[config.mk]
export PLATFORM = sky130hd
export DESIGN_NAME = exe_stage
export DESIGN_NICKNAME = d
export VERILOG_FILES = /design/src/logic/exe_cfg_pkg.sv /design/src/logic/exe_ops_pkg.sv /design/src/logic/compare_unit.sv /design/src/logic/exe_result_reg.sv /design/src/logic/exe_stage.sv /design/src/logic/int_alu.sv /design/src/logic/mul_unit.sv /design/src/logic/operand_select.sv
export SDC_FILE = /design/constraint.sdc
export NUM_CORES = 2
export LEC_CHECK = 0
export ABC_CLOCK_PERIOD_IN_PS = 24400
export BUFFER_PORTS_ARGS = -buffer_cell sky130_fd_sc_hd__buf_2
export CAP_MARGIN = 30
export CELL_PAD_IN_SITES_DETAIL_PLACEMENT = 1
export CELL_PAD_IN_SITES_GLOBAL_PLACEMENT = 1
export CORE_MARGIN = 3
export CORE_UTILIZATION = 53
export CTS_BUF_LIST = sky130_fd_sc_hd__clkbuf_2
export DETAILED_ROUTE_END_ITERATION = 12
export PLACE_DENSITY_LB_ADDON = 0.1
export SYNTH_ARGS = -nofsm -noshare
export SYNTH_HDL_FRONTEND = slang
export SYNTH_SLANG_ARGS = --single-unit
[constraint.sdc]
create_clock -name clk -period 24.4 [get_ports clk]
set_clock_uncertainty 0.15 [all_clocks]
set_input_delay 1.22 -clock clk [delete_from_list [all_inputs] [get_ports clk]]
set_output_delay 1.22 -clock clk [all_outputs]
set_load 0.03 [all_outputs]
[src/logic/exe_cfg_pkg.sv]
// Execute stage configuration with default data path and register address widths
package exe_cfg_pkg;

   ////////////////////
   // Data path
   ////////////////////

   // Integer register width
   localparam int XLEN_DEFAULT = 32;

   ////////////////////
   // Register file
   ////////////////////

   // Five bits address the 32 integer registers
   localparam int RF_AWIDTH_DEFAULT = 5;

endpackage : exe_cfg_pkg

[src/logic/exe_ops_pkg.sv]
// Execute stage operation codes and operand selector encodings
package exe_ops_pkg;

   // Base integer ALU operations
   typedef enum logic [3:0] {
      ALU_AND       = 4'd0,
      ALU_OR        = 4'd1,
      ALU_XOR       = 4'd2,
      ALU_ADD       = 4'd3,
      ALU_SUB       = 4'd4,
      ALU_SLL       = 4'd5,
      ALU_SRL       = 4'd6,
      ALU_SRA       = 4'd7,
      ALU_COPY_OPR1 = 4'd8,
      ALU_COPY_OPR2 = 4'd9,
      ALU_SLT       = 4'd10,
      ALU_SLTU      = 4'd11
   } alu_op_e;

   // M extension multiply group
   // MUL_NONE selects the ALU result
   typedef enum logic [2:0] {
      MUL_NONE   = 3'd0,
      MUL        = 3'd1,
      MULH       = 3'd2,
      MULHSU     = 3'd3,
      MULHU      = 3'd4
   } mul_op_e;

   // Conditional branch comparisons
   typedef enum logic [2:0] {
      BR_NONE    = 3'd0,
      BR_EQ      = 3'd1,
      BR_NE      = 3'd2,
      BR_LT      = 3'd3,
      BR_GE      = 3'd4,
      BR_LTU     = 3'd5,
      BR_GEU     = 3'd6
   } br_op_e;

   // Operand selectors
   typedef enum logic {OPR1_REG = 1'b0, OPR1_PC = 1'b1} opr1_sel_e;
   typedef enum logic {OPR2_REG = 1'b0, OPR2_IMM = 1'b1} opr2_sel_e;
   typedef enum logic {CMP_OPR2_REG = 1'b0, CMP_OPR2_IMM = 1'b1} cmp_opr2_sel_e;

endpackage : exe_ops_pkg

[src/logic/compare_unit.sv]
// Comparison subtractor producing less-than flags and the branch decision
`timescale 1ns/1ns

module compare_unit import exe_ops_pkg::*; #(
   parameter int XLEN
) (
   input  logic [XLEN-1:0] rs1_val_i,
   input  logic [XLEN-1:0] rs2_val_i,
   input  logic [XLEN-1:0] imm_i,
   input  cmp_opr2_sel_e   cmp_opr2_sel_i,
   input  br_op_e          br_op_i,
   output logic            lt_o,
   output logic            ltu_o,
   output logic            branch_taken_o
);

   logic [XLEN-1:0] cmp_opr2;
   logic [XLEN:0]   cmp_diff;
   logic            cmp_zero;
   logic            cmp_neg;
   logic            cmp_ovf;

   // SLTI and SLTIU compare against the immediate
   assign cmp_opr2 = (cmp_opr2_sel_i == CMP_OPR2_IMM) ? imm_i : rs2_val_i;

   // Extra top bit catches the borrow of the unsigned subtraction
   assign cmp_diff = {1'b0, rs1_val_i} - {1'b0, cmp_opr2};

   assign cmp_zero = ~|cmp_diff[XLEN-1:0];
   assign cmp_neg  = cmp_diff[XLEN-1];
   assign cmp_ovf  = (rs1_val_i[XLEN-1] ^ cmp_opr2[XLEN-1]) & (rs1_val_i[XLEN-1] ^ cmp_neg);

   assign lt_o  = cmp_neg ^ cmp_ovf;
   assign ltu_o = cmp_diff[XLEN];

   always_comb begin
      case (br_op_i)
         BR_EQ:   branch_taken_o = cmp_zero;
         BR_NE:   branch_taken_o = ~cmp_zero;
         BR_LT:   branch_taken_o = lt_o;
         BR_GE:   branch_taken_o = ~lt_o;
         BR_LTU:  branch_taken_o = ltu_o;
         BR_GEU:  branch_taken_o = ~ltu_o;
         default: branch_taken_o = 1'b0;
      endcase
   end

endmodule : compare_unit

[src/logic/exe_result_reg.sv]
// Result selection, redirect decision and the EXE/MEM pipeline register
`timescale 1ns/1ns

module exe_result_reg import exe_ops_pkg::*; #(
   parameter int XLEN,
   parameter int RF_AWIDTH
) (
   input  logic                 clk,
   input  logic                 reset_i,
   input  logic                 valid_i,
   input  logic [XLEN-1:0]      alu_result_i,
   input  logic [XLEN-1:0]      mul_result_i,
   input  mul_op_e              mul_op_i,
   input  logic [XLEN-1:0]      store_data_i,
   input  logic                 branch_taken_i,
   input  logic                 jump_req_i,
   input  logic                 branch_req_i,
   input  logic                 rd_wr_req_i,
   input  logic [RF_AWIDTH-1:0] rd_addr_i,
   output logic                 valid_o,
   output logic [XLEN-1:0]      result_o,
   output logic [XLEN-1:0]      store_data_o,
   output logic [RF_AWIDTH-1:0] rd_addr_o,
   output logic                 rd_wr_req_o,
   output logic                 new_pc_req_o,
   output logic [XLEN-1:0]      pc_new_o
);

   logic [XLEN-1:0] result_sel;
   logic            redirect;

   assign result_sel = (mul_op_i != MUL_NONE) ? mul_result_i : alu_result_i;
   assign redirect   = jump_req_i | (branch_req_i & branch_taken_i);

   always_ff @(posedge clk) begin
      if (reset_i) begin
         valid_o      <= 1'b0;
         rd_wr_req_o  <= 1'b0;
         new_pc_req_o <= 1'b0;
         result_o     <= '0;
         store_data_o <= '0;
         rd_addr_o    <= '0;
         pc_new_o     <= '0;
      end else begin
         valid_o      <= valid_i;
         rd_wr_req_o  <= valid_i & rd_wr_req_i;
         new_pc_req_o <= valid_i & redirect;
         // Payload only moves with a real instruction
         if (valid_i) begin
            result_o     <= result_sel;
            store_data_o <= store_data_i;
            rd_addr_o    <= rd_addr_i;
            pc_new_o     <= {alu_result_i[XLEN-1:2], 2'b00};
         end
      end
   end

endmodule : exe_result_reg

[src/logic/exe_stage.sv]
// Integer execute stage top with operand forwarding, ALU, compare, multiply and EXE/MEM register
`timescale 1ns/1ns

module exe_stage import exe_cfg_pkg::*, exe_ops_pkg::*; #(
   parameter int XLEN      = XLEN_DEFAULT,
   parameter int RF_AWIDTH = RF_AWIDTH_DEFAULT
) (
   input  logic                 clk,
   input  logic                 reset_i,
   input  logic                 valid_i,
   input  alu_op_e              alu_op_i,
   input  mul_op_e              mul_op_i,
   input  br_op_e               br_op_i,
   input  opr1_sel_e            opr1_sel_i,
   input  opr2_sel_e            opr2_sel_i,
   input  cmp_opr2_sel_e        cmp_opr2_sel_i,
   input  logic                 jump_req_i,
   input  logic                 branch_req_i,
   input  logic                 rd_wr_req_i,
   input  logic [RF_AWIDTH-1:0] rd_addr_i,
   input  logic [XLEN-1:0]      pc_i,
   input  logic [XLEN-1:0]      imm_i,
   input  logic [XLEN-1:0]      rs1_data_i,
   input  logic [XLEN-1:0]      rs2_data_i,
   input  logic                 fwd_lsu_rs1_i,
   input  logic                 fwd_wrb_rs1_i,
   input  logic                 fwd_lsu_rs2_i,
   input  logic                 fwd_wrb_rs2_i,
   input  logic [XLEN-1:0]      lsu_fb_data_i,
   input  logic [XLEN-1:0]      wrb_fb_data_i,
   output logic                 valid_o,
   output logic                 rd_wr_req_o,
   output logic                 new_pc_req_o,
   output logic [XLEN-1:0]      result_o,
   output logic [XLEN-1:0]      store_data_o,
   output logic [XLEN-1:0]      pc_new_o,
   output logic [RF_AWIDTH-1:0] rd_addr_o
);

   logic [XLEN-1:0] rs1_val;
   logic [XLEN-1:0] rs2_val;
   logic [XLEN-1:0] opr1;
   logic [XLEN-1:0] opr2;
   logic            lt;
   logic            ltu;
   logic            branch_taken;
   logic [XLEN-1:0] alu_result;
   logic [XLEN-1:0] mul_result;

   ////////////////////
   // Operands
   ////////////////////

   operand_select #(.XLEN(XLEN)) u_operand_select (
      .fwd_lsu_rs1_i (fwd_lsu_rs1_i),
      .fwd_wrb_rs1_i (fwd_wrb_rs1_i),
      .fwd_lsu_rs2_i (fwd_lsu_rs2_i),
      .fwd_wrb_rs2_i (fwd_wrb_rs2_i),
      .lsu_fb_data_i (lsu_fb_data_i),
      .wrb_fb_data_i (wrb_fb_data_i),
      .rs1_data_i    (rs1_data_i),
      .rs2_data_i    (rs2_data_i),
      .pc_i          (pc_i),
      .imm_i         (imm_i),
      .opr1_sel_i    (opr1_sel_i),
      .opr2_sel_i    (opr2_sel_i),
      .rs1_val_o     (rs1_val),
      .rs2_val_o     (rs2_val),
      .opr1_o        (opr1),
      .opr2_o        (opr2)
   );

   ////////////////////
   // Compute
   ////////////////////

   compare_unit #(.XLEN(XLEN)) u_compare_unit (
      .rs1_val_i      (rs1_val),
      .rs2_val_i      (rs2_val),
      .imm_i          (imm_i),
      .cmp_opr2_sel_i (cmp_opr2_sel_i),
      .br_op_i        (br_op_i),
      .lt_o           (lt),
      .ltu_o          (ltu),
      .branch_taken_o (branch_taken)
   );

   int_alu #(.XLEN(XLEN)) u_int_alu (
      .opr1_i       (opr1),
      .opr2_i       (opr2),
      .alu_op_i     (alu_op_i),
      .lt_i         (lt),
      .ltu_i        (ltu),
      .alu_result_o (alu_result)
   );

   mul_unit #(.XLEN(XLEN)) u_mul_unit (
      .opr1_i       (opr1),
      .opr2_i       (opr2),
      .mul_op_i     (mul_op_i),
      .mul_result_o (mul_result)
   );

   ////////////////////
   // EXE/MEM register
   ////////////////////

   // Forwarded rs2 becomes the store data
   exe_result_reg #(.XLEN(XLEN), .RF_AWIDTH(RF_AWIDTH)) u_exe_result_reg (
      .clk            (clk),
      .reset_i        (reset_i),
      .valid_i        (valid_i),
      .alu_result_i   (alu_result),
      .mul_result_i   (mul_result),
      .mul_op_i       (mul_op_i),
      .store_data_i   (rs2_val),
      .branch_taken_i (branch_taken),
      .jump_req_i     (jump_req_i),
      .branch_req_i   (branch_req_i),
      .rd_wr_req_i    (rd_wr_req_i),
      .rd_addr_i      (rd_addr_i),
      .valid_o        (valid_o),
      .result_o       (result_o),
      .store_data_o   (store_data_o),
      .rd_addr_o      (rd_addr_o),
      .rd_wr_req_o    (rd_wr_req_o),
      .new_pc_req_o   (new_pc_req_o),
      .pc_new_o       (pc_new_o)
   );

endmodule : exe_stage

[src/logic/int_alu.sv]
// Base integer ALU covering logic, add/sub, shifts, copies and set-less-than
`timescale 1ns/1ns

module int_alu import exe_ops_pkg::*; #(
   parameter int XLEN
) (
   input  logic [XLEN-1:0] opr1_i,
   input  logic [XLEN-1:0] opr2_i,
   input  alu_op_e         alu_op_i,
   input  logic            lt_i,
   input  logic            ltu_i,
   output logic [XLEN-1:0] alu_result_o
);

   localparam int SHAMT_W = $clog2(XLEN);

   logic                do_sub;
   logic [XLEN-1:0]     adder_opr2;
   logic [XLEN-1:0]     adder_out;
   logic [SHAMT_W-1:0]  shamt;

   ////////////////////
   // Shared adder
   ////////////////////

   // Subtract as opr1 + ~opr2 + 1
   assign do_sub     = (alu_op_i == ALU_SUB);
   assign adder_opr2 = opr2_i ^ {XLEN{do_sub}};
   assign adder_out  = opr1_i + adder_opr2 + XLEN'(do_sub);

   assign shamt = opr2_i[SHAMT_W-1:0];

   ////////////////////
   // Result mux
   ////////////////////

   always_comb begin
      case (alu_op_i)
         ALU_AND:       alu_result_o = opr1_i & opr2_i;
         ALU_OR:        alu_result_o = opr1_i | opr2_i;
         ALU_XOR:       alu_result_o = opr1_i ^ opr2_i;
         ALU_ADD,
         ALU_SUB:       alu_result_o = adder_out;
         ALU_SLL:       alu_result_o = opr1_i << shamt;
         ALU_SRL:       alu_result_o = opr1_i >> shamt;
         ALU_SRA:       alu_result_o = $signed(opr1_i) >>> shamt;
         ALU_COPY_OPR1: alu_result_o = opr1_i;
         // LUI passes the immediate straight through
         ALU_COPY_OPR2: alu_result_o = opr2_i;
         ALU_SLT:       alu_result_o = XLEN'(lt_i);
         ALU_SLTU:      alu_result_o = XLEN'(ltu_i);
         default:       alu_result_o = '0;
      endcase
   end

endmodule : int_alu

[src/logic/mul_unit.sv]
// Single-cycle multiplier for MUL, MULH, MULHSU and MULHU
`timescale 1ns/1ns

module mul_unit import exe_ops_pkg::*; #(
   parameter int XLEN
) (
   input  logic [XLEN-1:0] opr1_i,
   input  logic [XLEN-1:0] opr2_i,
   input  mul_op_e         mul_op_i,
   output logic [XLEN-1:0] mul_result_o
);

   logic                   opr1_signed;
   logic                   opr2_signed;
   logic signed [XLEN:0]   mul_opr1;
   logic signed [XLEN:0]   mul_opr2;
   logic signed [2*XLEN+1:0] product;

   // MULH treats both as signed, MULHSU only operand 1
   assign opr1_signed = (mul_op_i == MULH) || (mul_op_i == MULHSU);
   assign opr2_signed = (mul_op_i == MULH);

   // One extra bit makes every mix a signed multiply
   assign mul_opr1 = $signed({opr1_signed & opr1_i[XLEN-1], opr1_i});
   assign mul_opr2 = $signed({opr2_signed & opr2_i[XLEN-1], opr2_i});
   assign product  = mul_opr1 * mul_opr2;

   assign mul_result_o = (mul_op_i == MUL) ? product[XLEN-1:0] : product[2*XLEN-1:XLEN];

endmodule : mul_unit

[src/logic/operand_select.sv]
// Operand forwarding muxes and ALU operand selection for the execute stage
`timescale 1ns/1ns

module operand_select import exe_ops_pkg::*; #(
   parameter int XLEN
) (
   input  logic            fwd_lsu_rs1_i,
   input  logic            fwd_wrb_rs1_i,
   input  logic            fwd_lsu_rs2_i,
   input  logic            fwd_wrb_rs2_i,
   input  logic [XLEN-1:0] lsu_fb_data_i,
   input  logic [XLEN-1:0] wrb_fb_data_i,
   input  logic [XLEN-1:0] rs1_data_i,
   input  logic [XLEN-1:0] rs2_data_i,
   input  logic [XLEN-1:0] pc_i,
   input  logic [XLEN-1:0] imm_i,
   input  opr1_sel_e       opr1_sel_i,
   input  opr2_sel_e       opr2_sel_i,
   output logic [XLEN-1:0] rs1_val_o,
   output logic [XLEN-1:0] rs2_val_o,
   output logic [XLEN-1:0] opr1_o,
   output logic [XLEN-1:0] opr2_o
);

   // Memory stage data beats write-back data, which beats the register file
   function automatic logic [XLEN-1:0] fwd_pick(input logic            use_lsu,
                                                input logic            use_wrb,
                                                input logic [XLEN-1:0] lsu_data,
                                                input logic [XLEN-1:0] wrb_data,
                                                input logic [XLEN-1:0] rf_data);
      if (use_lsu) begin
         return lsu_data;
      end else if (use_wrb) begin
         return wrb_data;
      end
      return rf_data;
   endfunction

   assign rs1_val_o = fwd_pick(fwd_lsu_rs1_i, fwd_wrb_rs1_i, lsu_fb_data_i, wrb_fb_data_i,
                               rs1_data_i);
   assign rs2_val_o = fwd_pick(fwd_lsu_rs2_i, fwd_wrb_rs2_i, lsu_fb_data_i, wrb_fb_data_i,
                               rs2_data_i);

   // PC feeds AUIPC and jumps, immediate feeds I-type and address math
   assign opr1_o = (opr1_sel_i == OPR1_PC)  ? pc_i  : rs1_val_o;
   assign opr2_o = (opr2_sel_i == OPR2_IMM) ? imm_i : rs2_val_o;

endmodule : operand_select
Word level (Yosys, flattened, before mapping) --
Cells that the tools add are included.
Cells by class: $add $sub $neg 3, $mul 1, equal/unequal tests 20, shift operators 3, mux-type cells 17, bitwise logic cells 16, reduce and logical (&&, ||, !) cells 6
Operator list (count):
- $mux 32 | 11
- $pmux 32 s11 | 1
- $mul 33x33->64 | 1
- $xor 32x32->32 | 2
- $sub 32x32->33 | 1
- $add 32x1->32 | 1
- $add 32x32->32 | 1
- $and 32x32->32 | 1
- $or 32x32->32 | 1
- $reduce_or 32->1 | 1
- $shl 32x5->32 | 1
- $shr 32x5->32 | 1
- $sshr 32x5->32 | 1
- $eq 4x3->1 const B | 4
- $eq 4x4->1 const B | 4
- $eq 3x2->1 const B | 4
- $eq 3x3->1 const B | 3
- $eq 4x2->1 const B | 2
- $and 1x1->1 | 6
- $eq 3x1->1 const B | 2
- $pmux 1 s6 | 1
- $eq 4x1->1 const B | 1
- $logic_not 4->1 | 1
- $mux 1 | 4
- 7 further kinds | 10
Word-level totals: register bits after elaboration 102, input port bits 220, word-level logic and storage cells 73

Longest topological paths before layout --
word-level depth 13, depth in mapped cells 39, depth with buffers taken out 33

Hierarchy --
A second synthesis with hierarchy kept.
Unflattened totals: cell total of the unflattened synthesis 6534, area, all modules 56450.4 sq um
By module, submodules not included:
- mul_unit | times used 1, cells each 4248, area an instance 38289.2 sq um, sequential area each 0.0 sq um
- int_alu | times used 1, cells each 1119, area an instance 8276.7 sq um, sequential area each 0.0 sq um
- exe_result_reg | times used 1, cells each 417, area an instance 4191.5 sq um, sequential area each 2042.0 sq um
- operand_select | times used 1, cells each 396, area an instance 3138.0 sq um, sequential area each 0.0 sq um
- compare_unit | times used 1, cells each 354, area an instance 2555.0 sq um, sequential area each 0.0 sq um

Least setup slack after synthesis --
Ideal clock, no wire load.
path type input-to-reg, start input fwd_wrb_rs2_i, end register u_exe_result_reg.result_o[25], arrival 10057 ps, data required time 24128 ps, path slack 14071 ps, cell stages on the path 35, buffers on the path 7, cell sequence buf_4 buf_4 buf_2 buf_2 mux2i_1 o21ai_0 mux2i_1 inv_1 clkbuf_1 clkbuf_1 nand2_1 fa_1 fa_1 inv_1 fa_1 inv_1 fa_1 fa_1 inv_1 fa_1 fa_1 fa_1 ha_1 clkbuf_1 nor3_1 or3_1 nor3_1 a31oi_1 o21ai_0 o21bai_1 o31ai_1 and2_1 nor3_1 a211o_1 a221o_1
On the way: word-level cells in the longest chain between the ends 9, elaborated cells between the ends (all ways) 18
Ends and longest elaborated chain:
- from (decl) | RTL line exe_stage.sv:28 | input logic fwd_wrb_rs2_i,
- $mux 1 * | RTL line operand_select.sv:33 | end else if (use_wrb) begin
- $mux 1 * | RTL line operand_select.sv:31 | if (use_lsu) begin
- $mux 32 * | RTL line operand_select.sv:36 | return rf_data;
- $mux 32 * | RTL line operand_select.sv:46 | assign opr2_o = (opr2_sel_i == OPR2_IMM) ? imm_i : rs2_val_o;
- $xor 32x32->32 | RTL line int_alu.sv:28 | assign adder_opr2 = opr2_i ^ {XLEN{do_sub}};
- $add 32x32->32 | RTL line int_alu.sv:29 | assign adder_out = opr1_i + adder_opr2 + XLEN'(do_sub);
- $add 32x1->32 | RTL line int_alu.sv:29
- $pmux 32 s11 | RTL line int_alu.sv:38 | case (alu_op_i)
- $mux 32 * | RTL line exe_result_reg.sv:32 | assign result_sel = (mul_op_i != MUL_NONE) ? mul_result_i : alu_result_i;
- to (signal assigned) | RTL line exe_result_reg.sv:50 | result_o <= result_sel;
- to (decl) | RTL line exe_result_reg.sv:21 | output logic [XLEN-1:0] result_o,
Every way passes the cells marked *; elsewhere a longest branch is shown, timed or not. A chain may end at the register's enable or synchronous reset.

Worst setup path after layout --
start input fwd_lsu_rs1_i, end register u_exe_result_reg.result_o[28]
On the way: word-level cells in the longest chain between the ends 7, elaborated cells between the ends (all ways) 17
Ends and longest elaborated chain:
- from (decl) | RTL line exe_stage.sv:25 | input logic fwd_lsu_rs1_i,
- $mux 32 or $mux 1 (tied branches) | RTL line operand_select.sv:31
- $mux 32 * | RTL line operand_select.sv:36
- $mux 32 * | RTL line operand_select.sv:45 | assign opr1_o = (opr1_sel_i == OPR1_PC) ? pc_i : rs1_val_o;
- $and 1x1->1 or $add 32x32->32 (tied branches) | RTL line mul_unit.sv:24, int_alu.sv:29
- $mul 33x33->64 or $add 32x1->32 (tied branches) | RTL line mul_unit.sv:26, int_alu.sv:29
- $mux 32 or $pmux 32 s11 (tied branches) | RTL line mul_unit.sv:28, int_alu.sv:38
- $mux 32 * | RTL line exe_result_reg.sv:32
Marks and branches as above.

==> flow_results.org <==
** Run status
- The flow ran to the end, and the final reports show no timing, DRC or antenna violations.

** Timing
- The hold violation count in the final report is 0.
- Setup violations remaining at the end of the flow were counted as 0.
- The routed design could run at a clock period as short as 11.76 ns.
- Number of pins with negative max-slew slack in the final report :: 0
- Final worst path period share :: 48.2%
- In this run the tightest slew margin relative to its limit is 13.2%.
- Setup total negative slack on the finished layout was measured at 0 ns.
- For the pin with the worst max-slew slack, the measured transition is 1.30 ns.
- Setup repair after global routing left no endpoint under its margin.
- Based on the critical path, the design can be clocked at up to 85.0 MHz.

** Route
- DRT Wirelength :: 254000 µm
- Number of design-rule violations left by the first detailed-router iteration :: 5183
- Vias per cell :: 6.47
- In this run the remaining antenna-violating nets after routing total 0.
- After detailed routing, the average wire length per cell comes to 32.6 µm.
- For this run, design rule violations remaining after detail routing come to 0.
- Detailed routing placed a total of 111000 µm of wire on met2.
- Vias after detailed routing :: 50.5k
- Routed signal wires occupy layers up through met5.
- First-pass detailed-route iteration total :: 6
- After detailed routing, the wire length on met1 is 88300 µm.
- Detailed routing placed a total of 30600 µm of wire on met3.

** CTS
- Clock tree from TritonCTS :: yes
- No sink is reached through more buffers than the 2 on the longest clock path.
- Clock-pin transition on the worst setup and hold timing paths :: 0.41 ns
- The root buffer cell chosen for the clock tree is clkbuf_2.
- Clock tree sinks :: 102
- After clock tree synthesis, the repair step resized 0 gates.
- Number of hold buffers added after cts :: 0
- At the later pin of the worst-skew pair, clock insertion delay measures 0.87 ns.
- Post-CTS timing repair inserted 0 buffers for setup.
- Total clock buffers created by CTS :: 9
- The H-tree was split into 3 levels.

** Critical path
- Worst setup slack for register-to-register paths :: 22.98 ns
- Worst Path Required :: 25.10 ns
- Cell repeated most along the worst path :: fa_1
- Of all nets on the critical path, the largest fanout is 58.
- STA classifies the critical path startpoint as an input pin.
- Critical Path Slowest Stage Cell :: fa_1
- The critical path is of the input pin to flip-flop type.
- Maximum single-stage delay on the critical path :: 1.05 ns
- At the worst endpoint, the arrival time is 12.46 ns.
- Crit path capture type :: flip-flop

** Run
- Number of max-cap violations :: 0

** Die
- The die covers 104000 µm².
- In this run the horizontal extent of the chip is 323 µm.
- Core outline area :: 99000 µm²
- The die is 323 µm tall.
- During I/O placement, the number of pins put on the boundary was 324.
- Once the floorplan was initialized, standard cells occupied 53.8% of the core.
- The initialized floorplan defines 115 standard-cell rows.

** Place
- The HPWL after detailed placement is 200000 µm.
- Cell area reported after detailed placement :: 56400 µm²
- Routability-driven placement finished with a final weighted congestion of 1.10.
- Counting tap cells, the placed design contains a total of 7770 instances.
- Port buffering added 321 buffers.

** Synth
- For this run, the number of Yosys warnings is 0.
- Number of library cell types mapped by synthesis :: 92
- Counting flops with an async set or reset pin after synthesis yields a share of 0%.
- Cell with the most instances after synthesis :: inv_1
- The cell area that synthesis handed to floorplanning was 53300 µm².
- After synthesis, the largest area contributor takes up 42.4% of total cell area.
- Of all cell types, the one taking the most synthesized area is fa_1.
- EDFF count, synth :: 0
- Leading cell types by total area after synthesis :: fa_1, inv_1, ha_1, nand2_1, mux2i_1
- Counting flops and latches in the post-synthesis netlist gives 102.
- The share of the Yosys chip area taken by registers is 3.83%.
- Among all flip-flop cells after synthesis, the most frequent one is dfxtp_1.
- Counting instances in the post-synthesis netlist gives the leading cell types as inv_1, fa_1, nand2_1.
- Synth Area per Inst :: 8.33 µm²
- Post-Syn Instances :: 6391

** Finish
- Layout Area Growth over Synthesis :: 6.31%
- The finished layout holds 7806 standard cells, fillers aside.
- After routing the design area is 56600 µm².
- Final-stage net count :: 8183
- In the final layout, the share of cells above drive strength 1 is 9.64%.

** Global route
- Total overflow reported by the global router :: 0
- The number of antenna violations at the first check in global routing was 29.
- Total Routing Usage GR :: 49.3%
- Maximum number of pins on one net before global-route repair :: 70
- Via count of the first global-routing pass :: 55.5k
- The first global-routing pass estimated 371000 µm of wire.

** Hold path
- Hold Crit Class :: flip-flop to flip-flop
## path summary, 6_finish.rpt
kind,startpoint,to,cells past startpoint
max,fwd_lsu_rs1_i,u_exe_result_reg.result_o[28],34
min,u_exe_result_reg.pc_new_o[5],u_exe_result_reg.pc_new_o[5],2
max reg2reg,u_exe_result_reg.result_o[29],u_exe_result_reg.result_o[29],3
min reg2reg,u_exe_result_reg.pc_new_o[5],u_exe_result_reg.pc_new_o[5],2
## logic make-up after synthesis
logic type	synth area share, %
and+or+nand+nor	14.4
buffers and inverters	11.6
adders and majority gates	50.4
AOI/OAI and AO/OA	11.5
muxes	5.95
xor gates and xnor gates	2.29
DFF	3.83
other	0.00704
## area by class of cell
type | instances | area [µm²]
multi-input cells | 4683 | 45200
fillers | 12044 | 42400
inverters | 1211 | 4550
repair buffers | 489 | 2990
flip-flops and latches | 102 | 2040
well taps | 1287 | 1610
clock inverters | 7 | 95.1
clock buffers | 9 | 45.0
diodes | 18 | 45.0
## worst max-delay path: cells and delay by family
kind,cells,cell delay [ns]
AOI/OAI and AO/OA,9,2.05
xor gates and xnor gates,1,0.17
adders and majority gates,9,5.42
buffers and inverters,9,2.32
muxes,1,0.30
and+or+nand+nor,5,0.82
## layout by cell type, fill, tap and decap left out, drive strengths merged, types with 26 or more instances in the layout
cell type  synthesis  routed
a221oi            44      44
dfxtp            102     102
xor2              41      41
mux2i            281     281
o211ai            45      45
o221ai            30      30
o21a              41      41
nor2             545     545
a21oi            203     203
fa              1128    1128
o21ai            216     216
xnor2             98      98
nor3              45      45
inv             1206    1210
mux2              29      29
nand2           1004    1004
buf              122     489
nand2b            50      50
ha               339     339
nand3             44      44
a31oi             26      26
a211oi            54      54
a21o              56      56
## registers in the layout, summed over array words and instances, names as in the netlist
name                           flops
u_exe_result_reg.store_data_o     32
u_exe_result_reg.rd_wr_req_o       1
u_exe_result_reg.new_pc_req_o      1
u_exe_result_reg.result_o         32
u_exe_result_reg.rd_addr_o         5
u_exe_result_reg.valid_o           1
u_exe_result_reg.pc_new_o         30
## per-layer routing
metal  track usage, %  up-vias
met3             15.4     1149
met1             58.4    25686
met5                0        -
met2             75.0     3395
li1                 -    20225
met4             37.9       16
## metrics by stage
| step | setup slack (ns) | utilization [%] | hold WS [ns] |
|---|---|---|---|
| floorplan | 14.07 | - | 0.435 |
| global placement | 11.74 | 56.8 | 0.292 |
| detailed placement | 12.02 | 57.0 | 0.300 |
| CTS | 12.99 | 57.1 | 0.300 |
| global route | 12.35 | 57.2 | 0.321 |
| finish | 12.64 | 57.2 | 0.337 |
Power is left out: the tool's default activity adds up to more than one toggle a clock period on the data nets, which glitch-free logic cannot reach.
